## src/fu_pkg.sv

```systemverilog
package fu_pkg;

  localparam int word_w       = 64;
  localparam int mult_stages  = 4;
  localparam int mult_slice_w = word_w / mult_stages;  // Multiplier bits per stage
  localparam int rob_size     = 32;

  typedef logic [word_w-1:0]           word_t;
  typedef logic [7:0]                  lit_t;
  typedef logic [20:0]                 disp_t;
  typedef logic [$clog2(rob_size)-1:0] rob_idx_t;

  // Issue opcodes
  typedef enum logic [4:0] {
    ADDQ, SUBQ, AND, BIC, BIS, ORNOT, XOR, EQV,
    SRL, SLL, SRA, CMPULT, CMPEQ, CMPULE, CMPLT, CMPLE,
    MULQ,
    BLBC, BEQ, BLT, BLE,
    BLBS, BNE, BGE, BGT,  // Negated forms
    BR, JMP
  } fu_op_t;

  typedef enum logic [3:0] {
    ALU_ADDQ,
    ALU_SUBQ,
    ALU_AND,
    ALU_BIC,
    ALU_BIS,
    ALU_ORNOT,
    ALU_XOR,
    ALU_EQV,
    ALU_SRL,
    ALU_SLL,
    ALU_SRA,
    ALU_CMPULT,
    ALU_CMPEQ,
    ALU_CMPULE,
    ALU_CMPLT,
    ALU_CMPLE
  } alu_func_t;

  typedef enum logic [1:0] {
    UNIT_ALU,
    UNIT_MULT,
    UNIT_BR
  } unit_t;

  // Entry is younger than the branch when it sits further from the ROB head
  function automatic logic rob_younger(rob_idx_t idx, rob_idx_t branch, rob_idx_t head);
    rob_idx_t dist_idx;
    rob_idx_t dist_br;
    dist_idx = idx - head;    // Wraps modulo rob_size
    dist_br  = branch - head;
    return dist_idx > dist_br;
  endfunction

endpackage

```

## src/operand_decode.sv

```systemverilog
module operand_decode import fu_pkg::*; (
  input  fu_op_t    op,
  input  word_t     a,
  input  word_t     b,
  input  lit_t      lit,
  input  logic      use_lit,
  input  word_t     npc,
  input  disp_t     disp,
  output unit_t     unit,
  output alu_func_t func,
  output word_t     opa,
  output word_t     opb
);

  word_t disp_ext;

  // Word displacement, sign-extended and scaled to bytes
  assign disp_ext = {{(word_w - $bits(disp_t) - 2){disp[$bits(disp_t)-1]}}, disp, 2'b00};

  always_comb begin
    unit = UNIT_ALU;
    func = ALU_ADDQ;
    opa  = a;
    opb  = use_lit ? word_t'(lit) : b;  // Literal is zero-extended
    case (op)
      ADDQ:   func = ALU_ADDQ;
      SUBQ:   func = ALU_SUBQ;
      AND:    func = ALU_AND;
      BIC:    func = ALU_BIC;
      BIS:    func = ALU_BIS;
      ORNOT:  func = ALU_ORNOT;
      XOR:    func = ALU_XOR;
      EQV:    func = ALU_EQV;
      SRL:    func = ALU_SRL;
      SLL:    func = ALU_SLL;
      SRA:    func = ALU_SRA;
      CMPULT: func = ALU_CMPULT;
      CMPEQ:  func = ALU_CMPEQ;
      CMPULE: func = ALU_CMPULE;
      CMPLT:  func = ALU_CMPLT;
      CMPLE:  func = ALU_CMPLE;
      MULQ:   unit = UNIT_MULT;
      BLBC, BEQ, BLT, BLE, BLBS, BNE, BGE, BGT, BR, JMP: begin
        unit = UNIT_BR;
        opa  = npc;       // Link value and target base
        opb  = disp_ext;
      end
      default: unit = UNIT_ALU;
    endcase
  end

endmodule

```

## config.mk

```make
export PLATFORM = sky130hd
export DESIGN_NAME = operand_decode
export DESIGN_NICKNAME = d
export VERILOG_FILES = /design/src/fu_pkg.sv /design/src/operand_decode.sv
export SDC_FILE = /design/constraint.sdc
export NUM_CORES = 1
export LEC_CHECK = 0
export ABC_AREA = 1
export BUFFER_PORTS_ARGS = -buffer_cell sky130_fd_sc_hd__buf_4
export CAP_MARGIN = 40
export CORE_AREA = 8 8 133 135
export DETAILED_ROUTE_END_ITERATION = 7
export DIE_AREA = 0 0 141 143
export SLEW_MARGIN = 0
export SYNTH_ARGS = -nofsm -noshare
export SYNTH_HDL_FRONTEND = slang
export SYNTH_SLANG_ARGS = --single-unit
export TNS_END_PERCENT = 1
```

## constraint.sdc

```tcl
create_clock -name vclk -period 1.1
set_clock_uncertainty 0.15 [all_clocks]
set_input_delay 0.055 -clock vclk [all_inputs]
set_output_delay 0.055 -clock vclk [all_outputs]
set_load 0.005 [all_outputs]
```

# Word-level counts from Yosys, hierarchy flattened
# Index checks and enable logic that the tools add are counted.
totals:
  register_bits: 0
  input_bits: 227
  out_inout_bits: 134
  word_cells: 32
classes:
  n_eq_ne: 26
  muxes: 5
  reduce_logical: 1
op_table:
  columns: ["cell", "count"]
  rows:
  - ["$mux W64", 3]
  - ["$pmux W4 S15", 1]
  - ["$eq A5 B5 Y1 const B", 11]
  - ["$eq A5 B4 Y1 const B", 8]
  - ["$eq A5 B3 Y1 const B", 4]
  - ["$eq A5 B2 Y1 const B", 2]
  - ["$reduce_or A10 Y1", 1]
  - ["$eq A5 B1 Y1 const B", 1]
  - ["$pmux W2 S2", 1]

# Depth between registers and ports, before layout
depth:
  depth_word: 3
  depth_mapped: 9
  depth_no_buf: 6

# Worst setup path before layout
# Ideal clock, no wire load.
synth_timing:
  path_type: "input -> output"
  from: "input op[4]"
  to: "output opa[48]"
  t_arrival_ps: 875
  t_required_ps: 895
  setup_slack_ps: 20
  cell_stages: 5
  path_buffers: 3
  path_cell_list: "buf_2 buf_2 buf_1 nand4_1 nand2_1"
synth_via:
  elab_chain_len: 3
  word_cells_on_any_way: 12
  classes_between: "eq/ne: 10; mux: 1; reduce/logical: 1"
synth_lines:
  columns: ["element", "line_no", "source"]
  rows:
  - ["from (decl)", "operand_decode.sv:2", "input fu_op_t op,"]
  - ["$eq A5 B5 Y1", "operand_decode.sv:25", "case (op)"]
  - ["$reduce_or A10 Y1 (*)", "operand_decode.sv:25", null]
  - ["$mux W64 (*)", "operand_decode.sv:25", null]
  - ["to (decl)", "operand_decode.sv:11", "output word_t opa,"]
# Mark *: on every way between the ends. The rest lies on a longest branch, timed or not.

# Worst setup path after layout
layout_timing:
  from: "input op[1]"
  to: "output opb[2]"
layout_via:
  elab_chain_len: 3
  word_cells_on_any_way: 12
  classes_between: "eq/ne: 10; mux: 1; reduce/logical: 1"
layout_lines:
  columns: ["element", "line_no", "source"]
  rows:
  - ["$eq A5 B5 Y1", "operand_decode.sv:25", null]
  - ["$reduce_or A10 Y1 (*)", "operand_decode.sv:25", null]
  - ["$mux W64 (*)", "operand_decode.sv:25", null]
  - ["to (decl)", "operand_decode.sv:12", "output word_t opb"]
# Marks and branches as above.

==> flow_summary_export.csv <==
group,metric,value,unit
status,outcome,"finished, violations left",
status,violations,"negative setup slack",
sta,setup_viol,129,
yosys,synth_top_family_by_area,"simple AND/OR/NAND/NOR gates",
critical_path,max_stage_delay,0.18,ns
finish,drive_gt1_share,48.3,%
finish,clkbuf_count,0,
grt,grt_max_degree,51,
yosys,synth_nets,770,
route,ant_nets,0,
route,wire_per_inst,16.0,µm
sta,fin_tns_setup,-25.54,ns
grt,antenna_found_initial,0,
grt,track_usage,15.5,%
grt,grt.overflow.total,0,
hold_path,holdCritPathClass,"input port to primary output",
critical_path,end_kind,"primary output",
finish,layout.nets,1126,
sta,finalHoldViolations,0,
route,drtPass1Iterations,4,
critical_path,crit_path_start_kind,"input port",
power,p_sw,1.13,mW
grt,grt_pass1_wl,25.5,mm
yosys,synth-compound-area-share,0,%
yosys,synth_top_cells_by_area,"nand2_1 (44%), nand4_1 (23%), nor2_1 (10%), inv_1 (10%), buf_2 (5.6%)",
die,die_width,141,µm
route,avgViaCountPerCell,4.24,
yosys,ys_types,11,
power,pwr-share-clk,0,%
power,peakVddDrop,0.185,mV
critical_path,crit_fanout,12,
die,die_y,143,µm
route,remaining_drc_errors,0,
power,p_leak,3.67,nW
yosys,synth_area,0.00233,mm²
yosys,ys_seq_area_share,0,%
finish,seq_cell_count,0,
critical_path,cp_top_family,"buffers and inverters",
finish,seq_area,0,µm²
critical_path,cp_num_buf_inv,4,
cts,hold_buffers,0,
critical_path,crit_chain,"buf_4, nand2_2, nand2_2, nand2_4, nand3_4, buf_6, clkbuf_16, nand2_1, nand2_1, buf_4",
yosys,synth_most_common_cell,"nand2_1",
place,post-dp-hpwl,13.9,mm
die,io_pins,361,
finish,multi_input_area,0.00192,mm²
grt,grt_pass1_vias,4653,
yosys,synth_top_area_share,44.1,%
sta,rsz0062_at_grt,"true",
flow_run,drv_cap,0,
die,rows,46,
sta,fmax,0.743,GHz
place,port_buffers,361,
finish,syn_to_final_growth,148,%
critical_path,cp_slowest_cell,"buf_6",
power,combPwrFrac,100.0,%
yosys,synth.avg_cell_area,4.29,µm²
yosys,synth_mux_area_share,0.859,%
critical_path,arrival,1.14,ns
finish,fillCellCount,1718,
sta,min_period,1.35,ns
yosys,synthXorXnorAreaFrac,0,%
power,power.density,464,mW/mm²
route,num_vias,4722,
die,start_util,14.9,%
critical_path,cp.required,0.89,ns
die,dieArea,0.0202,mm²
critical_path,path_class,"input port to primary output",
power,internal-power,1.56,mW
sta,relSlewSlack,75.4,%
sta,finalMaxSlewViolations,0,
yosys,synth-simple-area-share,77.6,%
yosys,yosys-top-cells-count,"nand2_1 (274), nand4_1 (85), nor2_1 (65), inv_1 (63), buf_2 (26)",
yosys,yosysWarnings,0,
yosys,synth_top_cell_by_area,"nand2_1",
yosys,synthAdderAreaFrac,0,%
power,swShare,42.1,%
sta,tightest_slew,0.369,ns
finish,antenna_cells,0,
die,core_area,0.0156,mm²
place,gp_congestion,0.946,
sta,finalCritPeriodShare,122,%
power,p_total,2.69,mW
route,drtIter0Drc,155,
sta,worst_slack,-0.246,ns
power,pwr-share-seq,0,%
route,wl,17.8,mm
yosys,synthCells,543,
## worst paths after layout
kind | depth (start not counted) | slack, ns | start | to
setup / recovery | 10 | -0.25 | op[1] | opb[2]
hold / removal | 4 | 0.22 | a[16] | opa[16]
## what timing repair did
action                     4_1_cts  5_1_grt
gates cloned                     3        2
pin swaps                        2        4
setup endpoints to repair      130      130
buffers inserted                 7        0
resized for setup               22       31
## cell families after synthesis
kind of cell,after synthesis
multiplexers,2
AND/OR/NAND/NOR,425
buffers and inverters,116
## final cells by class
| cell class | count | share of cell area, % |
|---|---|---|
| inverters | 63 | 4.09 |
| well taps | 216 | 4.67 |
| multi-input cells | 427 | 33.2 |
| repair buffers | 407 | 58.1 |
## per-layer routing
layer	vias up	routed length (µm)	track usage (%)
met5	-	0	0
met4	0	148	1.19
met3	8	1810	5.64
met2	230	8760	27.7
met1	2084	7050	18.1
li1	2400	-	-
## power groups by stage
stage	Clock, mW	Sequential, mW	Combinational (mW)
after floorplan	0	0	0.855
after global placement	0	0	2.48
after detailed placement	0	0	2.49
after CTS	0	0	2.65
after global routing	0	0	2.94
final	0	0	2.69
## stage by stage
| step | instances | hold WS [ns] | worst slack, ns | area [µm²] | utilization, % |
|---|---|---|---|---|---|
| 5_1_grt | 1113 | 0.236 | -0.319 | 5790 | 37.1 |
| 3_3_place_gp | 1102 | 0.220 | -0.298 | 5440 | 34.9 |
| 2_1_floorplan | 543 | 0.0269 | 0.0197 | 2330 | - |
| 6_report | 1113 | 0.221 | -0.246 | 5790 | 37.1 |
| 4_1_cts | 1112 | 0.220 | -0.253 | 5670 | 36.3 |
| 3_5_place_dp | 1102 | 0.219 | -0.287 | 5440 | 34.9 |
## cell usage in the layout (no fill, tap or decap)
cell,count
buf_4,371
buf_6,19
nand2_4,2
inv_1,61
buf_16,3
nor2_4,2
nand3_4,1
nor2_1,63
inv_2,2
nand4_1,85
mux2i_1,2
nand2_2,19
buf_8,2
clkbuf_16,2
buf_12,10
nand2_1,253
(Power assumes the default switching activity.)
