===== config.mk =====
export PLATFORM = sky130hd
export DESIGN_NAME = branch_unit
export DESIGN_NICKNAME = d
export VERILOG_FILES = /design/src/fu_pkg.sv /design/src/branch_unit.sv
export SDC_FILE = /design/constraint.sdc
export NUM_CORES = 1
export LEC_CHECK = 0
export CORE_AREA = 4 4 149 151
export DETAILED_ROUTE_END_ITERATION = 8
export DIE_AREA = 0 0 153 155
export DONT_BUFFER_PORTS = 1
export GPL_TIMING_DRIVEN = 0
export PLACE_DENSITY = 0.44
export RECOVER_POWER = 25
export SETUP_SLACK_MARGIN = 0.2
export SLEW_MARGIN = 25
export SYNTH_ARGS = -nofsm -noshare
export SYNTH_HDL_FRONTEND = slang
export SYNTH_SLANG_ARGS = --single-unit

===== constraint.sdc =====
create_clock -name vclk -period 4.69
set_clock_uncertainty 0.15 [all_clocks]
set_input_delay 0.938 -clock vclk [all_inputs]
set_output_delay 0.938 -clock vclk [all_outputs]
set_load 0.1 [all_outputs]

===== src/fu_pkg.sv =====
package fu_pkg;

  localparam int word_w       = 64;
  localparam int mult_stages  = 4;
  localparam int mult_slice_w = word_w / mult_stages;  // Multiplier bits per stage
  localparam int rob_size     = 32;

  typedef logic [word_w-1:0]           word_t;
  typedef logic [7:0]                  lit_t;
  typedef logic [20:0]                 disp_t;
  typedef logic [$clog2(rob_size)-1:0] rob_idx_t;

  // Issue opcodes
  typedef enum logic [4:0] {
    ADDQ, SUBQ, AND, BIC, BIS, ORNOT, XOR, EQV,
    SRL, SLL, SRA, CMPULT, CMPEQ, CMPULE, CMPLT, CMPLE,
    MULQ,
    BLBC, BEQ, BLT, BLE,
    BLBS, BNE, BGE, BGT,  // Negated forms
    BR, JMP
  } fu_op_t;

  typedef enum logic [3:0] {
    ALU_ADDQ,
    ALU_SUBQ,
    ALU_AND,
    ALU_BIC,
    ALU_BIS,
    ALU_ORNOT,
    ALU_XOR,
    ALU_EQV,
    ALU_SRL,
    ALU_SLL,
    ALU_SRA,
    ALU_CMPULT,
    ALU_CMPEQ,
    ALU_CMPULE,
    ALU_CMPLT,
    ALU_CMPLE
  } alu_func_t;

  typedef enum logic [1:0] {
    UNIT_ALU,
    UNIT_MULT,
    UNIT_BR
  } unit_t;

  // Entry is younger than the branch when it sits further from the ROB head
  function automatic logic rob_younger(rob_idx_t idx, rob_idx_t branch, rob_idx_t head);
    rob_idx_t dist_idx;
    rob_idx_t dist_br;
    dist_idx = idx - head;    // Wraps modulo rob_size
    dist_br  = branch - head;
    return dist_idx > dist_br;
  endfunction

endpackage


===== src/branch_unit.sv =====
module branch_unit import fu_pkg::*; (
  input  fu_op_t op,
  input  word_t  a,
  input  word_t  b,
  input  word_t  opa,
  input  word_t  opb,
  output logic   taken,
  output word_t  link,
  output word_t  target
);

  logic cond;
  logic is_zero;
  logic is_neg;

  assign is_zero = a == '0;
  assign is_neg  = a[word_w-1];

  // Base condition, shared by a branch and its negation
  always_comb begin
    case (op)
      BLBC, BLBS: cond = ~a[0];
      BEQ, BNE:   cond = is_zero;
      BLT, BGE:   cond = is_neg;
      BLE, BGT:   cond = is_neg || is_zero;
      default:    cond = 1'b0;
    endcase
  end

  always_comb begin
    case (op)
      BLBC, BEQ, BLT, BLE: taken = cond;
      BLBS, BNE, BGE, BGT: taken = ~cond;
      BR, JMP:             taken = 1'b1;
      default:             taken = 1'b0;
    endcase
  end

  assign link = opa;  // NPC

  // JMP goes through the register, aligned
  assign target = (op == JMP) ? {b[word_w-1:2], 2'b00} : opa + opb;

endmodule


# Word-level counts from Yosys, hierarchy flattened
# Cells that the tools add are included.
[totals]
regBits = 0
in_bits = 261
output_inout_bits = 129
word_cells = 25
[classes]
n_addsub = 1
n_eq_ne = 10
muxes = 3
n_bitwise = 2
n_reduce_logical = 9
[ops]
columns = ["op", "count"]
rows = [
  ["$add A64 B64 Y64", 1],
  ["$logic_not A64 Y1", 1],
  ["$mux W64", 1],
  ["$eq A5 B5 Y1 const B", 10],
  ["$reduce_or A2 Y1", 5],
  ["$reduce_or A4 Y1", 2],
  ["$pmux W1 S4", 1],
  ["$pmux W1 S3", 1],
  ["$not A1 Y1", 2],
  ["$logic_or A1 B1 Y1", 1],
]

# Longest topological paths before layout
# Gate-level depths: netlist of the first run.
[logic_depth]
word_depth = 5
depth_mapped = 12
depth_no_buf = 12

# Worst setup path before layout of the first run
# OpenSTA, ideal clock, no wires.
[synth_path]
path_type = "input to output"
from = "input port opa[23]"
to = "output port target[59]"
arrival_ns = 5.954
t_required_ns = 3.602
setup_slack_ns = -2.352
stages = 11
cell_sequence = "ha_1 > clkbuf_1 > nand4_1 > or4_1 > a21oi_1 > o41a_1 > nor2_1 > nor2_1 > nor2_1 > or3_1 > o41ai_1"
[synth_between]
elab_chain_cells = 2
[synth_rtl]
columns = ["element", "line", "text"]
rows = [
  ["start: declaration", "branch_unit.sv:5", "input word_t opa,"],
  ["$add A64 B64 Y64", "branch_unit.sv:42", "assign target = (op == JMP) ? {b[word_w-1:2], 2'b00} : opa + opb;"],
  ["$mux W64", "branch_unit.sv:42", ""],
  ["end: declaration", "branch_unit.sv:9", "output word_t target"],
]
# Every way passes these cells.

# Final worst setup path of the first run
[layout_path]
from = "input port opb[0]"
to = "output port target[62]"
[layout_between]
elab_chain_cells = 2
[layout_rtl]
columns = ["element", "line", "text"]
rows = [
  ["start: declaration", "branch_unit.sv:6", "input word_t opb,"],
  ["$add A64 B64 Y64", "branch_unit.sv:42", ""],
  ["$mux W64", "branch_unit.sv:42", ""],
]
# Every way passes these cells.

==> metrics.md, run 1 <==
| Metric | Value |
|---|---|
| Synth warn | `0` |
| Die H | `155 um` |
| Power density cells | `297.4 nW/um2` |
| Crit. End Element | `output pin` |
| Routed Antenna Nets | `0` |
| Final Hold Vio Count | `0` |
| Max frequency | `between 150 and 200 MHz` |
| Status | `finished with violations` |
| Fin cells | `about 1,200` |
| # clk buffers | `0` |
| CP Data Arrival Time | `4.25 ns` |
| Worst hold margin | `1.939 ns` |
| Placed cell area | `around 6600 um2` |
| Max-cap violations | `0` |
| Vias in the first global route | `6,475` |
| # rows | `53` |
| WP data required | `about 3.6 ns` |
| Synthesized instance count | `815` |
| Mux contribution to synthesized area | `0.01864` |
| Vias | `6,301` |
| FF+latch count | `0` |
| Final #Nets | `1,199` |
| Critical path class | `in2out` |
| Slew Limit Fails | `0` |
| First-pass DRT Iterations | `5` |
| Synth Area in Compound Gates | `0.3283` |
| Largest family of logic cells by synthesized area | `compound AO/OA/AOI/OAI gates` |
| Worst Slack Setup Final | `-0.6523 ns` |
| Hpwl dp | `22.51 mm` |
| Placed insts | `between 1,000 and 1,500` |
| Tightest Pin Transition | `around 1.2 ns` |
| Worst hold path class | `in2out` |
| WL per Instance | `22.69 um` |
| Routed vias/inst | `5.479` |
| WHS Path Cells | `1` |
| Core area | `around 21,000 um2` |
| Largest net degree at the start of global routing | `11` |
| Final setup viols | `32` |
| Adder-Cell Fraction of Synth Area | `0.1544` |
| GRT overflow | `0` |
| Syn-to-layout area delta | `52.57%` |
| Final period utilization | `1.139` |
| Multi-input combinational cell area | `roughly 6300 um2` |
| Drt drc | `0` |
| Share of layout cells above drive strength 1 | `0.3922` |
| RSZ-0062 raised after global routing | `true` |
| Slew HR | `0.2230` |
| Sequential share of the synthesized area | `0` |
| P_leak | `around 3.0 nW` |
| Syn_nets | `between 1,000 and 1,500` |
| Initial antenna violation count | `4` |
| Crit path time final | `~5.3 ns` |
| Worst setup SP type | `primary input` |
| Initial cell density of the core | `0.2515` |
| DRT Wirelength | `roughly 26 mm` |
| XOR/XNOR Fraction of Synth Area | `0.09701` |
| Pre-CTS setup slack | `-0.8449 ns` |
| Mapped cell area | `approximately 5200 um2` |
| Failing checks | `setup timing` |
| CTS hold repair buffers | `0` |
| Die X-Extent | `about 150 um` |
| Total global-route track usage | `0.1961` |
| Die Area | `approximately 24,000 um2` |
| Avg Cell Area, Syn | `roughly 6.4 um2` |
| Iter 0 DRT Violations | `287` |
| Worst-path fanout max | `2` |
| First-pass GRT wire length | `approximately 37 mm` |
| # port buffers | `0` |
| Fill cells | `between 2,000 and 2,500` |
| Post-Synth Simple-Gate Area | `0.2612` |
| Synth cell types | `60` |
| I/O pins | `between 300 and 400` |
| Post-route design area | `about 8000 um2` |
| VDD IR max | `about 0.19 mV` |
| Placer Congestion | `roughly 0.9` |
| Reg area | `0 um2` |
## report_power, final
group,internal [mW],switching [mW]
sequential,0,0
combinational,0.601,1.78
clock,0.0000000863,0
## worst max-delay path, cell delays in order
cell and delay [ns]:
ha_4 0.12, fa_2 0.23, a21oi_2 0.07, o311a_1 0.38, o221a_4 0.24, or4_4 0.51
nand4_1 0.10, and4b_2 0.30, nor3_4 0.06, or2_4 0.25, and3_4 0.19, nor3_4 0.85
## synthesized netlist by cell type (all sizes together) (9+ instances only)
library cell,count,area [um2]
o211ai,9,67.56
nor2,46,172.7
clkbuf,35,131.4
buf,72,518.0
a21oi,77,385.4
a21o,33,247.7
nand3,10,55.05
o21bai,16,120.1
nand2,109,409.1
xor2,31,271.5
nand2b,11,68.82
xnor2,27,236.5
nor4,21,131.4
o21ai,89,445.4
nand4,32,200.2
inv,23,86.33
nor3,14,70.07
ha,63,788.3
## cells by family after synthesis
kind of cell | count (synthesis)
xor gates and xnor gates | 58
buffers and inverters | 130
and+or+nand+nor | 277
AOI/OAI and AO/OA | 277
muxes | 9
adders and majority gates | 64
## timing repair
| item | in CTS | in global routing |
|---|---|---|
| buffers inserted | 29 | 25 |
| setup endpoints to repair | 53 | 49 |
| pin swaps | 63 | 70 |
| cloned | 0 | 0 |
| resized for setup | 93 | 105 |
## cell usage in the layout (no fill, tap or decap), types with 30 or more instances in the layout
master    synthesis  final
a21o_1           33     33
nor2_1           46     37
nand2_1         109    102
o21ai_4           0     54
nand4_1          32     32
buf_4            64     80
a21oi_1          77     59
clkbuf_1         35     39
ha_1             63     30
## final cells by class
class	instances	share of cell area
well taps	275	0.04307
diodes	3	0.0009397
inverters	23	0.01081
repair buffers	57	0.06797
multi-input cells	685	0.7890
plain buffers	107	0.08818
## routing by layer
layer	up-vias	GRT usage	routed length [um]
li1	3028	-	-
met2	262	0.3825	13840
met5	-	0	27
met1	2973	0.2206	9902
met3	34	0.02893	1458
met4	4	0.05431	860
## metrics by stage
stage,setup TNS [ns],util,power (mW)
5_1_grt,-13.37,0.3835,2.471
4_1_cts,-10.71,0.3531,2.278
3_5_place_dp,-13.40,0.3190,2.143
2_1_floorplan,-2.595,-,1.899
6_report,-9.857,0.3837,2.376
3_3_place_gp,-21.34,0.3114,2.106
## worst paths after layout
| path | start | end | slack [ns] |
|---|---|---|---|
| setup / recovery | opb[0] | target[62] | -0.65 |
| hold / removal | opa[12] | link[12] | 1.94 |
Note: power is estimated with default switching activity, not from simulation.
==> run 2, diff against run 1 <==
- CAP_MARGIN: not set -> 30
- GPL_TIMING_DRIVEN: 0 -> not set
==> run 2 against run 1 <==
Compared with the run above: the flow still finishes with violations (setup timing); highest routed layer unchanged; critical path depth unchanged; first-iteration DRC count grew 14%; global-route usage up 0.15 points; cell count up 6.9%; non-clock buffer count increased by 79; combinational power up 8%; final area grew 12%; worst hold slack worse by 0.21 ns; total power rose by 8.7%; largest power group unchanged.
==> metrics.md, run 2 (same netlist as run 1, synthesis figures left out) <==
| Metric | Value |
|---|---|
| Status | `finished with violations` |
| Failing checks | `setup timing` |
| Die H | `roughly 160 um` |
| Sw Pwr | `between 1.5 and 2 mW` |
| Worst setup SP type | `primary input` |
| GRT overflow | `0` |
| Drt drc | `0` |
| Largest net degree at the start of global routing | `51` |
| RSZ-0062 raised after global routing | `true` |
| I/O pins | `about 400` |
| Most frequent cells in the layout | `177 x buf_4, 104 x nand2_1, 58 x a21oi_1` |
| Clock network power share | `0` |
| CTS hold repair buffers | `0` |
| P_leak | `between 3 and 4 nW` |
| # rows | `53` |
| Crit-path cells | `ha_4 > and3_4 > or4b_4 > nand4b_4 > a211oi_4 > nor2_4 > o41ai_4 > nand3_2 > o31a_1 > o31a_1 > o311ai_4 > buf_12` |
| CP Buf/Inv Count | `1` |
| Most common cell after layout, fill and taps aside | `buf_4` |
| Max-cap violations | `0` |
| Power density cells | `slightly below 300 nW/um2` |
| # clk buffers | `0` |
| Final setup viols | `13` |
| Initial cell density of the core | `0.2515` |
| Final #Nets | `1,278` |
| Placed insts | `1,200` |
| Slowest cell on crit path | `or4b_4` |
| Worst path most repeated cell | `o31a_1` |
| # port buffers | `0` |
| Initial antenna violation count | `4` |
| Max frequency | `between 200 and 250 MHz` |
| Crit. End Element | `output pin` |
| Routed vias/inst | `5.339` |
| Hpwl dp | `between 20 and 25 mm` |
| VDD IR max | `~0.23 mV` |
| Max incr delay on CP | `0.49 ns` |
| Critical path class | `in2out` |
| CP Data Arrival Time | `between 3 and 4 ns` |
| Core area | `~21,000 um2` |
| Reg area | `0 um2` |
| Slew HR | `0.5978` |
| Final Hold Vio Count | `0` |
| Tightest Pin Transition | `about 0.6 ns` |
| Comb pwr share | `1.000` |
| First-pass DRT Iterations | `5` |
| Final Power | `2.584 mW` |
| Vias in the first global route | `6,925` |
| Share of layout cells above drive strength 1 | `0.4679` |
| First-pass GRT wire length | `roughly 38 mm` |
| Worst hold margin | `1.726 ns` |
| Seq pwr share | `0` |
| Sw Share | `0.6281` |
| Crit path time final | `5.000 ns` |
| Delay-heaviest family, CP | `compound AO/OA/AOI/OAI gates` |
| Worst hold path class | `in2out` |
| DRT Wirelength | `25.47 mm` |
| WP data required | `roughly 3.6 ns` |
| Syn-to-layout area delta | `71.13%` |
| Routed Antenna Nets | `0` |
| Iter 0 DRT Violations | `~330` |
| Total global-route track usage | `0.1977` |
| Internal Power | `0.9609 mW` |
| Worst-path fanout max | `3` |
| Final period utilization | `1.066` |
| Final core occ | `0.4304` |
| WL per Instance | `between 20 and 25 um` |
| Placer Congestion | `around 0.90` |
| Fin cells | `~1,200` |
| Vias | `6,562` |
| Setup_tns | `-1.126 ns` |
| Slew Limit Fails | `0` |
| Die X-Extent | `153 um` |
| Worst Slack Setup Final | `-0.3096 ns` |
| Die Area | `between 20,000 and 25,000 um2` |
| FF+latch count | `0` |
[run 2: cell count changes in the layout (fill, tap and decap cells not counted), sizes merged]
cell	previous run	this run
clkbuf	55	0
buf	109	243
[run 2: power groups by stage]
stage / sequential [mW] / clock, mW / combinational [mW]
final: 0 / 0.0000000857 / 2.58
after global routing: 0 / 0.0000000855 / 2.70
after CTS: 0 / 0 / 2.52
after detailed placement: 0 / 0 / 2.41
after global placement: 0 / 0 / 2.41
after floorplan: 0 / 0 / 1.90
[run 2: final timing paths]
path	end	cells past startpoint	from	slack (ns)
hold / removal	link[35]	0	opa[35]	1.73
setup / recovery	target[61]	12	opb[29]	-0.31
[run 2: what timing repair did]
| item | CTS | global route |
|---|---|---|
| buffers inserted | 15 | 11 |
| resized for setup | 88 | 57 |
| setup endpoints to repair | 30 | 39 |
| gates cloned | 0 | 0 |
| hold endpoints to repair | 0 | 0 |
| pin swaps | 58 | 38 |
[run 2: layout make-up]
cell class	instances	area, um2
diodes	3	7.507
fillers	2164	11860
inverters	23	86.33
multi-input cells	685	6075
well taps	275	344.1
repair buffers	243	2449
[run 2: through the flow]
| step | cell area [um2] | setup slack [ns] |
|---|---|---|
| after global placement | 7948 | -0.3363 |
| after CTS | 8553 | -0.3095 |
| after detailed placement | 7948 | -0.3960 |
| after global routing | 8961 | -0.4312 |
| final | 8961 | -0.3096 |
| after floorplan | 6140 | -0.6779 |
[run 2: per-layer routing]
| layer | share of wire | GRT usage | vias up |
|---|---|---|---|
| li1 | - | - | 3192 |
| met1 | 0.36 | 0.2116 | 3062 |
| met2 | 0.53 | 0.3882 | 267 |
| met3 | 0.064 | 0.04089 | 39 |
| met4 | 0.037 | 0.05855 | 2 |
| met5 | 0.00079 | 0 | - |
