===== src/fu_pkg.sv =====
package fu_pkg;

  localparam int word_w       = 64;
  localparam int mult_stages  = 4;
  localparam int mult_slice_w = word_w / mult_stages;  // Multiplier bits per stage
  localparam int rob_size     = 32;

  typedef logic [word_w-1:0]           word_t;
  typedef logic [7:0]                  lit_t;
  typedef logic [20:0]                 disp_t;
  typedef logic [$clog2(rob_size)-1:0] rob_idx_t;

  // Issue opcodes
  typedef enum logic [4:0] {
    ADDQ, SUBQ, AND, BIC, BIS, ORNOT, XOR, EQV,
    SRL, SLL, SRA, CMPULT, CMPEQ, CMPULE, CMPLT, CMPLE,
    MULQ,
    BLBC, BEQ, BLT, BLE,
    BLBS, BNE, BGE, BGT,  // Negated forms
    BR, JMP
  } fu_op_t;

  typedef enum logic [3:0] {
    ALU_ADDQ,
    ALU_SUBQ,
    ALU_AND,
    ALU_BIC,
    ALU_BIS,
    ALU_ORNOT,
    ALU_XOR,
    ALU_EQV,
    ALU_SRL,
    ALU_SLL,
    ALU_SRA,
    ALU_CMPULT,
    ALU_CMPEQ,
    ALU_CMPULE,
    ALU_CMPLT,
    ALU_CMPLE
  } alu_func_t;

  typedef enum logic [1:0] {
    UNIT_ALU,
    UNIT_MULT,
    UNIT_BR
  } unit_t;

  // Entry is younger than the branch when it sits further from the ROB head
  function automatic logic rob_younger(rob_idx_t idx, rob_idx_t branch, rob_idx_t head);
    rob_idx_t dist_idx;
    rob_idx_t dist_br;
    dist_idx = idx - head;    // Wraps modulo rob_size
    dist_br  = branch - head;
    return dist_idx > dist_br;
  endfunction

endpackage


===== src/cdb_driver.sv =====
module cdb_driver import fu_pkg::*; (
  input  logic     clock,
  input  logic     reset,
  input  logic     load,
  input  logic     is_branch,
  input  word_t    alu_result,
  input  word_t    link,
  input  logic     taken,
  input  word_t    target,
  input  rob_idx_t rob,
  input  logic     sc_stall,
  output logic     sc_ready,
  output logic     sc_valid,
  output word_t    sc_result,
  output rob_idx_t sc_rob,
  output logic     rollback_valid,
  output rob_idx_t rollback_rob,
  output word_t    rollback_target
);

  logic do_load;

  assign sc_ready = !sc_valid || !sc_stall;  // Empty or draining this cycle
  assign do_load  = load && sc_ready;

  always_ff @(posedge clock) begin
    if (reset) begin
      sc_valid       <= 1'b0;
      rollback_valid <= 1'b0;
    end else begin
      if (sc_ready) begin
        sc_valid <= load;
      end
      rollback_valid <= do_load && is_branch && taken;  // Single cycle pulse
    end
  end

  always_ff @(posedge clock) begin
    if (do_load) begin
      sc_result       <= is_branch ? link : alu_result;
      sc_rob          <= rob;
      rollback_rob    <= rob;
      rollback_target <= target;
    end
  end

endmodule


===== config.mk =====
export PLATFORM = sky130hd
export DESIGN_NAME = cdb_driver
export DESIGN_NICKNAME = d
export VERILOG_FILES = /design/src/fu_pkg.sv /design/src/cdb_driver.sv
export SDC_FILE = /design/constraint.sdc
export NUM_CORES = 1
export LEC_CHECK = 0
export ABC_AREA = 1
export BUFFER_PORTS_ARGS = -buffer_cell sky130_fd_sc_hd__buf_4
export CELL_PAD_IN_SITES_DETAIL_PLACEMENT = 1
export CELL_PAD_IN_SITES_GLOBAL_PLACEMENT = 2
export CORE_AREA = 2 2 148 150
export DETAILED_ROUTE_END_ITERATION = 12
export DIE_AREA = 0 0 150 152
export HOLD_SLACK_MARGIN = 0.03
export PLACE_DENSITY_LB_ADDON = 0.1
export SETUP_SLACK_MARGIN = 0.5
export SYNTH_ARGS = -nofsm -noshare
export SYNTH_HDL_FRONTEND = slang
export SYNTH_SLANG_ARGS = --single-unit

===== constraint.sdc =====
create_clock -name clock -period 4.4 [get_ports clock]
set_input_delay 0.44 -clock clock [delete_from_list [all_inputs] [get_ports clock]]
set_output_delay 0.44 -clock clock [all_outputs]
set_load 0.02 [all_outputs]

== Word level (Yosys, flattened, before mapping) ==
Cells that the tools add are included.

* Muxes and demuxes: 1
* Reduce and logical (&&, ||, !) cells: 6

{| class="wikitable"
|+ Operator list
! kind !! number
|-
| two-way mux 64 bit || 1
|-
| logical AND 1 bit || 3
|-
| zero test 1 bit || 2
|-
| logical OR 1 bit || 1
|}

* Register bits: 135
* Input port bits: 203
* Output and inout port bits: 141
* Logic and storage cells: 12

== Depth between registers and ports, before layout ==
Gate-level depths: netlist (run 1).

* Depth after elaboration: 5
* Mapped depth: 4
* Gate-level depth less buffers: 3

== Worst setup path after synthesis (run 1) ==
No wires, ideal clock.

* Path type: input -> register
* Start point: in sc_stall
* End point: reg rollback_rob[0] (enable)
* Data arrival time: 3.319 ns
* Required time: 3.914 ns
* Path slack: 0.595 ns
* Stages: 3
* Buffers on the path: 0
* Cells stage by stage: nand2_1 -> nand2_1 -> inv_1

* Cells in the longest elaborated chain, start to end: 3

{| class="wikitable"
|+ RTL lines
! what !! RTL line !! text
|-
| start, declared || cdb_driver.sv:11 || <nowiki>input logic sc_stall,</nowiki>
|-
| zero test 1 bit || cdb_driver.sv:23 || <nowiki>assign sc_ready = !sc_valid || !sc_stall;</nowiki>
|-
| logical OR 1 bit || cdb_driver.sv:23 ||
|-
| logical AND 1 bit || cdb_driver.sv:24 || <nowiki>assign do_load = load && sc_ready;</nowiki>
|-
| via do_load || cdb_driver.sv:21 || <nowiki>logic do_load;</nowiki>
|-
| end signal, assigned || cdb_driver.sv:42 || <nowiki>rollback_rob <= rob;</nowiki>
|-
| end, declared || cdb_driver.sv:17 || <nowiki>output rob_idx_t rollback_rob,</nowiki>
|}

The timed path passes the listed nets, and every way through them passes these cells.
A chain may end at the register's enable or synchronous reset.

== Worst setup path in the final report (run 1) ==
* Start point: reg sc_valid
* End point: reg rollback_target[45] (enable)

* Cells in the longest elaborated chain, start to end: 3

{| class="wikitable"
|+ RTL lines
! what !! RTL line !! text
|-
| start, declared || cdb_driver.sv:13 || <nowiki>output logic sc_valid,</nowiki>
|-
| start signal, assigned || cdb_driver.sv:32 || <nowiki>sc_valid <= load;</nowiki>
|-
| zero test 1 bit || cdb_driver.sv:23 ||
|-
| logical OR 1 bit || cdb_driver.sv:23 ||
|-
| logical AND 1 bit || cdb_driver.sv:24 ||
|-
| via do_load || cdb_driver.sv:21 ||
|-
| end signal, assigned || cdb_driver.sv:43 || <nowiki>rollback_target <= target;</nowiki>
|-
| end, declared || cdb_driver.sv:18 || <nowiki>output word_t rollback_target</nowiki>
|}

The timed path passes the listed nets, and every way through them passes these cells.

==> results list, run 1 <==
- Outcome: complete, no violations
- The endpoint identified for the worst register-to-register timing path is rollback_target[45].
* Slew at the pin with the worst max-slew slack: 1110 ps
- Proportion of netlist area held by the largest area contributor: 80.2%
* Power Density: 416 nW/um^2
- Once the clock tree was built, the setup fixing pass inserted 0 buffers.
- Among all stages on the critical path, the largest delay is contributed by sky130_fd_sc_hd__inv_6.
- The later pin in the worst-skew pair is clocked with a latency of 410 ps.
* Total of flip-flops plus latches after synthesis: 135
- Timing analysis after detailed placement gives a worst setup slack of 2140 ps.
* Antenna Cells: 0
* Type of the worst min-delay path: in2reg
- The startpoint identified for the worst hold timing path is reset.
* Detail Route Antenna Nets: 0
- Slew HR: 26.1%
- Category of the worst setup path launch point: flop
- Gate count after technology mapping: 354
- Data arrives at the worst endpoint at 2100 ps.
* Most common cell type on the critical path: sky130_fd_sc_hd__nand2_1
- Crit path setup slack, layout: 2390 ps
- Largest net degree at the start of global routing: 130
- Sum of buffers and inverters on the critical path: 2
- The highest layer touched by signal routing is met4.
- Post-Synthesis Net Count: 557
* Cell family contributing the most delay on the critical path: buffers and inverters
- Chip Height: 152 microns
- Dividing the detail-routed wire length by the instance count gives 16.5 microns.
- Setup total negative slack on the finished layout was measured at 0 ps.
- Maximum achievable frequency: 498 MHz
- Counting along the longest clock path gives a buffer depth of 2.
* CTS Buf Count: 17
* Final standard cell count with taps included and fillers excluded: 992
- Number of global-route vias before repair: 3992
- On the final layout, the worst clock skew is 13.1 ps.
- Portion of the post-synthesis area used by sequential elements: 81.0%
* Netlist area before placement: 4980 sq um
* Worst-path fanout max: 98
* Post-route met1 wirelength: 5520 microns
* Final hold violation count: 0
- For flop-to-flop paths, the worst setup slack is 2390 ps.
* Largest voltage drop on the vdd net: 218 uV
- Clock tree sinks: 135
- The tool flagged a number of max-cap violations equal to 0.
- The netlist uses 12 different library cells.
- Placed wire-length estimate: 12700 microns
* Final min period: 2010 ps
* Period Utilization, post-route: 45.7%
- Area growth from synthesis to final layout: 69.3%
* Beginning of the worst register-to-register path: sc_valid
- Total met3 wirelength after detailed routing: 1640 microns
- Effective utilization at floorplan: 23.3%
- Required time of the critical path: 4490 ps
- Crit Path Class: reg2reg
- Hold Path Stages: 2
* Cells along the critical path: nand2_1 -> nand2_1 -> inv_6 -> buf_4
- Setup repair after global routing left no endpoint under its margin.
- After synthesis, the cell types taking the most area are sky130_fd_sc_hd__edfxtp_1 80%, sky130_fd_sc_hd__o21ai_0 5.9%, sky130_fd_sc_hd__inv_1 5.0%, sky130_fd_sc_hd__nand2_1 5.0%, sky130_fd_sc_hd__buf_4 1.2%.
- Number of cells after detailed placement: 960
- Syn. warnings: 0
* Setup-violating endpoint count in the final report: 0
- STA classifies the critical path endpoint as a flop.
- After clock tree synthesis, the clock-pin slew on the worst setup and hold paths is 70 ps.
- Final std cell area, no fill: 8430 sq um
- Counting cells, the worst reg-to-reg path comes to 4.
* Average cell area after synthesis: 14.1 sq um
- During placement, the flow inserted port buffers numbering 343.
- In the detailed route, the total length drawn on met2 is 8850 microns.
* Post-layout nets: 902
- The core region is 21400 sq um.
* Number of design-rule violations left by the first detailed-router iteration: 92
* Max Transition Viols Final: 0
* Master cell of the clock root buffer: sky130_fd_sc_hd__clkbuf_16
- For this block, the routed nets add up to 16400 microns of wire.
- The path with the worst hold slack has its endpoint at sc_valid.
- Detailed routing inserted a total of 3911 vias.
* Resized cells post-CTS: 0
* Leading area contributor after synthesis: sky130_fd_sc_hd__edfxtp_1
- TritonCTS built the clock tree.
- Placed cell areas: 7810 sq um
- In the routed design, unresolved DRC markers number 0.
* Drt first pass iters: 4
- The number of antenna violations at the first check in global routing is 0.
* Placer congestion estimate: 0.742
- H-tree depth reported by CTS: 4
- In this run the count of I/O pins placed on the die edge is 344.
* Via-to-Cell Ratio: 3.94
* Die ar.: 22800 sq um
- Overflow after GRT: 0
- The initialized floorplan defines 54 standard-cell rows.
* Wire length of the first global-routing pass: 23500 microns
- Hold_buf cts: 0
* LEAKAGE: 3.86 nW
- Largest stage delay on the critical path: 660 ps
- Global routing used 14.1% of the available tracks across all layers.
* Horizontal extent of the die: 150 microns
- Proportion of layout cells with a drive suffix above 1: 52.9%
==> metal layers <==
| layer | GRT usage (%) | vias to the layer above |
|---|---|---|
| met4 | 5.66 | 0 |
| met1 | 13.8 | 1816 |
| met2 | 26.1 | 189 |
| met3 | 5.62 | 20 |
| met5 | 0 | - |
| li1 | - | 1886 |
==> cell families (layout without fill, tap and decap cells) <==
group / count (synthesis) / after routing / share of synthesized area (%)
flip-flops: 135 / 135 / 81.0
AND/OR/NAND/NOR: 68 / 68 / 5.15
buffers and inverters: 86 / 444 / 7.33
AO/OA/AOI/OAI: 65 / 65 / 6.53
==> cell type report <==
| cell class | count | area, sq um |
|---|---|---|
| Tap cell | 280 | 350 |
| Clock buffer | 18 | 429 |
| Fill cell | 2382 | 12900 |
| Inverter | 67 | 256 |
| Multi-Input combinational cell | 133 | 582 |
| Clock inverter | 14 | 189 |
| Timing Repair Buffer | 345 | 2590 |
| Sequential cell | 135 | 4030 |
==> power breakdown <==
group,switching (mW),leakage (nW),internal (mW)
Sequential,0.0240,1.31,1.52
Combinational,0.239,2.25,0.230
Clock,0.590,0.296,0.911
==> cell usage after synthesis <==
cell type	n
sky130_fd_sc_hd__clkbuf_1	1
sky130_fd_sc_hd__o21ai_0	59
sky130_fd_sc_hd__dfxtp_1	2
sky130_fd_sc_hd__nor2_1	1
sky130_fd_sc_hd__inv_1	67
sky130_fd_sc_hd__nand2_1	66
sky130_fd_sc_hd__nand3_1	1
sky130_fd_sc_hd__buf_4	8
sky130_fd_sc_hd__edfxtp_1	133
sky130_fd_sc_hd__o21ai_1	5
sky130_fd_sc_hd__buf_2	10
sky130_fd_sc_hd__a21oi_1	1
==> how the worst max path moves through the flow <==
| stage | cells after the start | to | startpoint | slack [ps] |
|---|---|---|---|---|
| 2_1_floorplan | 3 | rollback_rob[0] | sc_stall | 600 |
| 5_1_grt | 4 | rollback_target[37] | sc_valid | 2230 |
| 4_1_cts | 4 | rollback_target[45] | sc_valid | 2380 |
| 3_5_place_dp | 5 | rollback_target[24] | sc_stall | 2140 |
| 6_report | 4 | rollback_target[45] | sc_valid | 2390 |
| 3_3_place_gp | 5 | rollback_target[24] | sc_stall | 2170 |
==> state kept, by name (all words and copies together) (netlist names) <==
name / cells
sc_result: 64
sc_valid: 1
rollback_valid: 1
rollback_target: 64
rollback_rob: 5
==> per-stage QoR <==
stage | hold slack, ps | power (mW) | utilization (%)
3_5_place_dp | 509 | 2.05 | 36.6
6_report | 181 | 3.51 | 39.5
5_1_grt | 164 | 3.66 | 39.5
2_1_floorplan | 509 | 1.76 | -
4_1_cts | 155 | 3.57 | 39.5
3_3_place_gp | 493 | 2.04 | 36.6
==> placed cells by master, fill, tap and decap left out <==
cell	instances
sky130_fd_sc_hd__buf_4	345
sky130_fd_sc_hd__edfxtp_1	133
sky130_fd_sc_hd__nand2_1	66
sky130_fd_sc_hd__inv_1	66
sky130_fd_sc_hd__o21ai_0	59
sky130_fd_sc_hd__clkbuf_16	17
sky130_fd_sc_hd__inv_6	6
sky130_fd_sc_hd__o21ai_1	5
sky130_fd_sc_hd__bufinv_16	3
sky130_fd_sc_hd__clkinv_4	2
sky130_fd_sc_hd__clkinvlp_4	2
sky130_fd_sc_hd__inv_8	2
sky130_fd_sc_hd__dfxtp_1	2
sky130_fd_sc_hd__a21oi_1	1
sky130_fd_sc_hd__nand3_1	1
sky130_fd_sc_hd__nor2_1	1
sky130_fd_sc_hd__clkbuf_1	1
Power figures use the tool's default switching activity.
==> run 2: changes to the inputs <==
CORE_AREA = 2 2 154 156   (was 2 2 148 150)
DIE_AREA = 0 0 156 158   (was 0 0 150 152)
clock period = 1.7 ns   (was 4.4 ns; I/O delays follow)
==> run 2 against run 1 <==
Compared with the run above: global-route usage grew 0.23 points; worst hold slack worse by 140 ps; fmax grew 60%; cell area up 16%; sequential power grew to 2.6 times the previous value; non-clock buffer count up 109; register-to-register slack got worse by 1900 ps; clock power grew to 2.5 times the previous value; highest routed layer unchanged.
==> results list, run 2 (synthesis gave the netlist of run 1 again) <==
* Combinational Power Share: 17.0% (+3.6 points)
- The number of I/O port buffers came to 343 (unchanged).
- The worst reg-to-reg setup slack came to 440 ps (-1950 ps).
- Sum of buffers and inverters on the critical path: 3 (+1)
- The proportion of total power due to net switching is 24.1% (-0.24 points).
- TNS Setup: 0 ps (unchanged)
- RSZ-0062 raised after global routing: true
- The share of post-route cells with drive strength above 1 was 48.8% (-4.2 points).
- Chip Height: 158 microns (+3.9%)
- The number of nets in the layout was 1011 (+12%).
* Area growth from synthesis to final layout: 97.1%
* Final hold violation count: 0 (unchanged)
* Core ar.: 23100 sq um (+8.0%)
* Outcome: complete, no violations
- Category of the worst setup path launch point: flop
- The data arrival time at the worst-slack endpoint is 1390 ps (-710 ps).
- The average wire per standard cell was 16.7 microns (+1.4%).
- Critical-path top delay cell: sky130_fd_sc_hd__dfxtp_4
* Drt first pass iters: 4 (unchanged)
- Period Utilization, post-route: 74.1% (+28 points)
* Worst setup skew after layout: 9.34 ps (-3.81 ps)
- The delay of the slowest critical-path stage came to 350 ps (-310 ps).
- The total number of placement rows was 56 (+3.7%).
* Final std cell area, no fill: 9820 sq um (+16%)
- The worst voltage drop across the vdd grid came to 440 uV (+100%).
- Cell-internal power: 7.10 mW (+170%)
- The initial core utilization is 21.6% (-1.7 points).
- The instance area after placement is 7910 sq um (+1.2%).
- The final wirelength came to 18600 microns (+14%).
- Number of design-rule violations left by the first detailed-router iteration: 138 (+50%)
- In this run the worst hold path is classified as in2reg.
- The floorplan die width is 156 microns (+4.0%).
* Registers with the most flip-flops: rollback_target x64, sc_result x64, rollback_rob x5
- The tree is rooted in a sky130_fd_sc_hd__clkbuf_16.
* Via-to-Cell Ratio: 3.91 (-0.83%)
* Clock tree sinks: 135 (unchanged)
- The global-route wire length before repair is 25900 microns (+10%).
- The critical path required time is 1830 ps (-2660 ps).
* Part of the total power dissipated in sequential elements: 42.6% (-1.3 points)
* Cell family contributing the most delay on the critical path: buffers and inverters
* Crit path capture type: flop
* Die ar.: 24600 sq um (+8.1%)
- Share of total power in the clock network: 40.4% (-2.3 points)
- Boundary pin count: 344 (unchanged)
* Post-place setup slack: 360 ps (-1780 ps)
- The reported max-cap violation count is 0 (unchanged).
* Cells along the critical path: nand2_4 -> nand2_4 -> clkinvlp_4 -> buf_12 -> clkbuf_16
- The overall overflow remaining after global route came to 0 (unchanged).
- CTS Buf Count: 17 (unchanged)
* Worst-path fanout max: 7 (-93%)
* CTS clock-pin slew for the worst setup and hold paths: 60 ps (about the same)
- The critical path is of the reg2reg type.
- Final min period: 1260 ps (-750 ps)
* Antenna Cells: 0 (unchanged)
- The sum of net half-perimeters after detailed placement is 12900 microns (+1.4%).
- Commonest cells after routing, fill and taps aside: 335 x sky130_fd_sc_hd__buf_4, 133 x sky130_fd_sc_hd__edfxtp_1, 89 x sky130_fd_sc_hd__dlygate4sd3_1
* Final standard cell count with taps included and fillers excluded: 1110 (+12%)
* Power Density: 952 nW/um^2 (+130%)
* Slew HR: 74.5% (+48 points)
* Crit path setup slack, layout: 440 ps (-1950 ps)
- The clock latency reported for the late side of the worst-skew pair was 410 ps (about the same).
- The cell leakage power is 4.46 nW (+16%).
- The number of global-route vias before repair was 4672 (+17%).
- The post-layout utilization of the core came to 42.6% (+3.1 points).
* Most common cell type on the critical path: sky130_fd_sc_hd__nand2_4
- Total global routing track utilization: 14.3% (+0.23 points)
- Setup-violating endpoint count in the final report: 0 (unchanged)
* Total net switching power: 2.25 mW (+160%)
* Largest net degree at the start of global routing: 53 (-59%)
* Total power: 9.35 mW (+170%)
- The transition time of the tightest slew-check pin was 382 ps (-726 ps).
- Leading cell type in the layout, fill and taps excluded: sky130_fd_sc_hd__buf_4
- The final worst hold slack is 37.3 ps (-144 ps).
* Number of antenna violations at the first check in global routing: 0 (unchanged)
- Detail Route Antenna Nets: 0 (unchanged)
- The level count of the clock H-tree was 4 (unchanged).
* TritonCTS clock tree: yes
- Maximum achievable frequency: 794 MHz (+60%)
- The total number of vias came to 4340 (+11%).
- Number of cells after detailed placement: 972 (+1.3%)
- Max Transition Viols Final: 0 (unchanged)
* Max clock buf depth: 2 (unchanged)
- Placer congestion estimate: 0.754 (+1.6%)
- # DRC: 0 (unchanged)
-- run 2: cell types whose count changed in the layout (fill, tap and decap cells not counted), moves of 2 or more --
cell,before,now
sky130_fd_sc_hd__clkbuf_16,17,23
sky130_fd_sc_hd__buf_6,0,12
sky130_fd_sc_hd__inv_6,6,2
sky130_fd_sc_hd__clkinv_2,0,3
sky130_fd_sc_hd__inv_8,2,0
sky130_fd_sc_hd__buf_12,0,6
sky130_fd_sc_hd__clkinv_4,2,6
sky130_fd_sc_hd__nand2_1,66,64
sky130_fd_sc_hd__buf_4,345,335
sky130_fd_sc_hd__nand2_4,0,2
sky130_fd_sc_hd__dlygate4sd3_1,0,89
sky130_fd_sc_hd__buf_16,0,5
-- run 2: worst reg2reg max path, cell delays in order (launching register included) --
cell	delay, ps
sky130_fd_sc_hd__dfxtp_4	350
sky130_fd_sc_hd__nand2_4	70
sky130_fd_sc_hd__nand2_4	50
sky130_fd_sc_hd__clkinvlp_4	140
sky130_fd_sc_hd__buf_12	180
sky130_fd_sc_hd__clkbuf_16	180
-- run 2: final cells by class --
cell class,count,area [sq um]
Clock buffer,17,425
Clock inverter,14,175
Fill cell,2491,13200
Inverter,67,255
Multi-Input combinational cell,133,597
Sequential cell,135,4040
Tap cell,290,363
Timing Repair Buffer,454,3960
-- run 2: what timing repair did --
item                                   in CTS  in global routing
gates cloned                                4                  9
setup buffers                               3                  2
gates resized for setup                     8                 14
hold buffers                               88                  1
setup endpoints to repair                 136                142
endpoints found under the hold margin      87                  2
-- run 2: power by group through the flow --
stage,logic (mW),registers (mW),clock network (mW)
final,1.59,3.99,3.78
after global routing,1.71,4.01,4.03
after CTS,1.52,3.99,3.89
after detailed placement,1.28,4.06,0
after global placement,1.26,4.05,0
after floorplan,0.217,4.34,0
-- run 2: per-layer routing --
layer,wire [microns],up-vias,track usage [%]
met5,0,-,0
met4,216,0,4.46
met3,2050,15,6.73
met2,9470,221,25.5
met1,6830,1998,15.1
li1,-,2106,-
-- run 2: final timing paths --
kind	start	endpoint	depth (start not counted)
setup / recovery	sc_valid	sc_result[41]	5
hold reg to reg	sc_valid	rollback_valid	3
setup reg to reg	sc_valid	sc_result[41]	5
hold / removal	load	rollback_valid	3
==> run 3: changes to the inputs <==
CORE_AREA = 2 2 148 150   (was 2 2 154 156)
DIE_AREA = 0 0 150 152   (was 0 0 156 158)
clock period = 1.3 ns   (was 1.7 ns; I/O delays follow)
==> run 3 against run 2 <==
Compared with the run above: the flow now finishes with violations (hold timing); worst setup slack lost 380 ps; clock skew shrank 0.66 ps; count of clock-buffer cells in the layout increased by 1; non-clock buffer count rose by 43; critical path type unchanged; highest routed layer unchanged.
==> results list, run 3 (synthesis gave the netlist of run 1 again) <==
* Placed wire-length estimate: 13000 microns (+1.0%)
- The worst register-to-register path ends at rollback_target[24].
- The largest clock skew in the final design is 8.68 ps (-0.660 ps).
* Boundary pin count: 344 (unchanged)
* Die ar.: 22800 sq um (-7.5%)
- The share of post-route cells with drive strength above 1 was 46.6% (-2.1 points).
* TritonCTS clock tree: yes
- The data arrival time at the worst-slack endpoint came to 1350 ps (-40 ps).
- In this run the critical register-to-register path is launched from sc_valid.
* Worst-path fanout max: 26 (+19)
- The placeable core region was 21400 sq um (-7.4%).
- Number of antenna violations at the first check in global routing: 0 (unchanged)
* Final std cell area, no fill: 10600 sq um (+8.5%)
- The number of design rule violations left after detail routing was 0 (unchanged).
- Worst hold slack: -10.2 ps (-47.5 ps)
- Area growth from synthesis to final layout: 114%
- Period Utilization, post-route: 95.1% (+21 points)
* Wire length of the first global-routing pass: 26700 microns (+3.3%)
* Max Transition Viols Final: 0 (unchanged)
* Post-layout nets: 1054 (+4.3%)
- Hold Path Stages: 3 (unchanged)
- The path class of the tightest hold or removal check is in2reg.
- The number of hold-repair buffers added at the cts stage was 131 (+49%).
- Chip Height: 152 microns (-3.8%)
- The flow ran to the end, but the final reports show violations.
* Maximum achievable frequency: 809 MHz (+1.9%)
- The global-route usage over all layers came to 15.6% (+1.3 points).
* Post-place setup slack: 48.3 ps (-312 ps)
- The TritonCTS sink count was 135 (unchanged).
- The number of antenna repair diodes is 0 (unchanged).
* Wire per inst: 16.5 microns (-1.1%)
* Overflow after GRT: 0 (unchanged)
- The instance area after placement came to 7960 sq um (+0.63%).
- Placer congestion estimate: 0.743 (-1.4%)
* Worst setup path endpoint: rollback_target[24]
* Source of the critical timing path: sc_valid
- Met1 track demand over resource: 15.1% (+0.022 points)
* CTS Buf Count: 17 (unchanged)
- Horizontal extent of the die: 150 microns (-3.8%)
- The met2 layer usage reported by global route is 29.7% (+4.2 points).
- The via count normalized by instance count is 3.97 (+1.6%).
- Gr busiest metal: met2
- Routed vias: 4546 (+4.7%)
* Master cell of the clock root buffer: sky130_fd_sc_hd__clkbuf_16
- Largest voltage drop on the vdd net: 686 uV (+56%)
- Leading cell type in the layout, fill and taps excluded: sky130_fd_sc_hd__buf_4
* Detailed-route wire length: 18900 microns (+1.9%)
* Maximum Capacitance Violations: 0 (unchanged)
- Registers with the most flip-flops: rollback_target x64, sc_result x64, rollback_rob x5
- Slew HR: 78.5% (+4.0 points)
- The slack of the critical path was 63.8 ps (-376 ps).
- Cell Rows: 54 (-3.6%)
- The critical path required time came to 1410 ps (-420 ps).
- Largest net degree at the start of global routing: 81 (+53%)
* Crit path capture type: flop
- The worst reg-to-reg setup slack was 60 ps (-380 ps).
- The met3 routing resource usage after global routing was 6.46% (-0.28 points).
- Effective utilization at floorplan: 23.3% (+1.7 points)
- Max clock buf depth: 2 (unchanged)
- RSZ-0062 raised after global routing: true
* Detail Route Antenna Nets: 0 (unchanged)
- The number of I/O port buffers came to 343 (unchanged).
- Violated checks: hold timing
* Length in cells of the worst reg-to-reg path: 5 (unchanged)
* Final min period: 1240 ps (-23.7 ps)
* CTS clock-pin slew for the worst setup and hold paths: 60 ps (about the same)
- H-tree depth reported by CTS: 4 (unchanged)
- The violation count after the first detailed-routing iteration came to 136 (-1.4%).
- Commonest cells after routing, fill and taps aside: 210 x sky130_fd_sc_hd__buf_4, 142 x sky130_fd_sc_hd__buf_6, 133 x sky130_fd_sc_hd__edfxtp_1
- STA classifies the critical path startpoint as a flop.
- The length of the first detailed-routing pass in iterations is 5 (+1).
- The transition time of the tightest slew-check pin was 322 ps (-60.4 ps).
* Final hold violation count: 1 (+1)
* LEAKAGE: 4.84 nW (+8.4%)
- Number of global-route vias before repair: 4878 (+4.4%)
- Setup-violating endpoint count in the final report: 0 (unchanged)
- The critical path is of the reg2reg type.
- The clock latency reported for the late side of the worst-skew pair was 410 ps (about the same).
- The power density of the placed cells is 1160 nW/um^2 (+22%).
[run 3: changes by cell type in the layout (fill, tap and decap cells not counted), moves of 2 or more]
cell / previous run / this run
sky130_fd_sc_hd__buf_16: 5 / 1
sky130_fd_sc_hd__buf_4: 335 / 210
sky130_fd_sc_hd__buf_6: 12 / 142
sky130_fd_sc_hd__clkbuf_16: 23 / 21
sky130_fd_sc_hd__clkinv_2: 3 / 1
sky130_fd_sc_hd__clkinv_4: 6 / 0
sky130_fd_sc_hd__clkinvlp_4: 1 / 4
sky130_fd_sc_hd__dlygate4sd3_1: 89 / 121
sky130_fd_sc_hd__dlymetal6s4s_1: 0 / 10
sky130_fd_sc_hd__inv_6: 2 / 6
sky130_fd_sc_hd__inv_8: 0 / 2
sky130_fd_sc_hd__o21ai_0: 59 / 38
sky130_fd_sc_hd__o21ai_1: 5 / 25
[run 3: metrics by stage]
stage	power, mW	hold WS [ps]	instances	setup TNS, ps	utilization [%]
after floorplan	5.95	189	354	-211230	-
after global placement	6.96	290	967	0	37.3
after detailed placement	7.00	292	967	0	37.3
after CTS	12.4	-30.8	1133	0	48.8
after global routing	12.9	-16.8	1144	0	49.9
final	12.4	-10.2	1144	0	49.9
[run 3: repair_timing]
action | CTS | global route
cloned | 0 | 7
endpoints found under the hold margin | 130 | 1
setup buffers | 3 | 4
pin swaps | 0 | 0
endpoints found under the setup margin | 274 | 301
resized for setup | 142 | 38
[run 3: layout make-up]
class / count / area, sq um
fillers: 2206 / 10700
repair buffers: 497 / 4810
flip-flops and latches: 135 / 4040
multi-input cells: 133 / 601
clock buffers: 18 / 429
well taps: 280 / 350
inverters: 67 / 255
clock inverters: 14 / 163
[run 3: worst max-delay path, stage by stage, from the launching register on]
cell and delay, ps:
sky130_fd_sc_hd__dfxtp_4 350, sky130_fd_sc_hd__nand2_4 70, sky130_fd_sc_hd__nand2_4 50, sky130_fd_sc_hd__clkinvlp_4 120, sky130_fd_sc_hd__buf_12 150, sky130_fd_sc_hd__buf_16 180
[run 3: how the worst min path moves through the flow]
stage | start | to | slack (ps)
floorplan | reset | sc_valid | 190
global placement | reset | sc_valid | 290
detailed placement | reset | sc_valid | 290
CTS | load | rollback_valid | -30
global route | load | rollback_valid | -20
finish | load | rollback_valid | -10
[run 3: per-layer routing]
| layer | vias up | wire length, microns |
|---|---|---|
| met5 | - | 0 |
| met4 | 0 | 225 |
| met3 | 13 | 1670 |
| met2 | 193 | 10500 |
| met1 | 2147 | 6510 |
| li1 | 2193 | - |
[run 3: power breakdown]
part,leakage (nW),total [mW],internal (mW),switching [mW]
combinational,3.24,2.30,1.34,0.960
clock,0.283,4.83,2.88,1.94
sequential,1.31,5.27,5.14,0.132
total,4.84,12.4,9.36,3.04
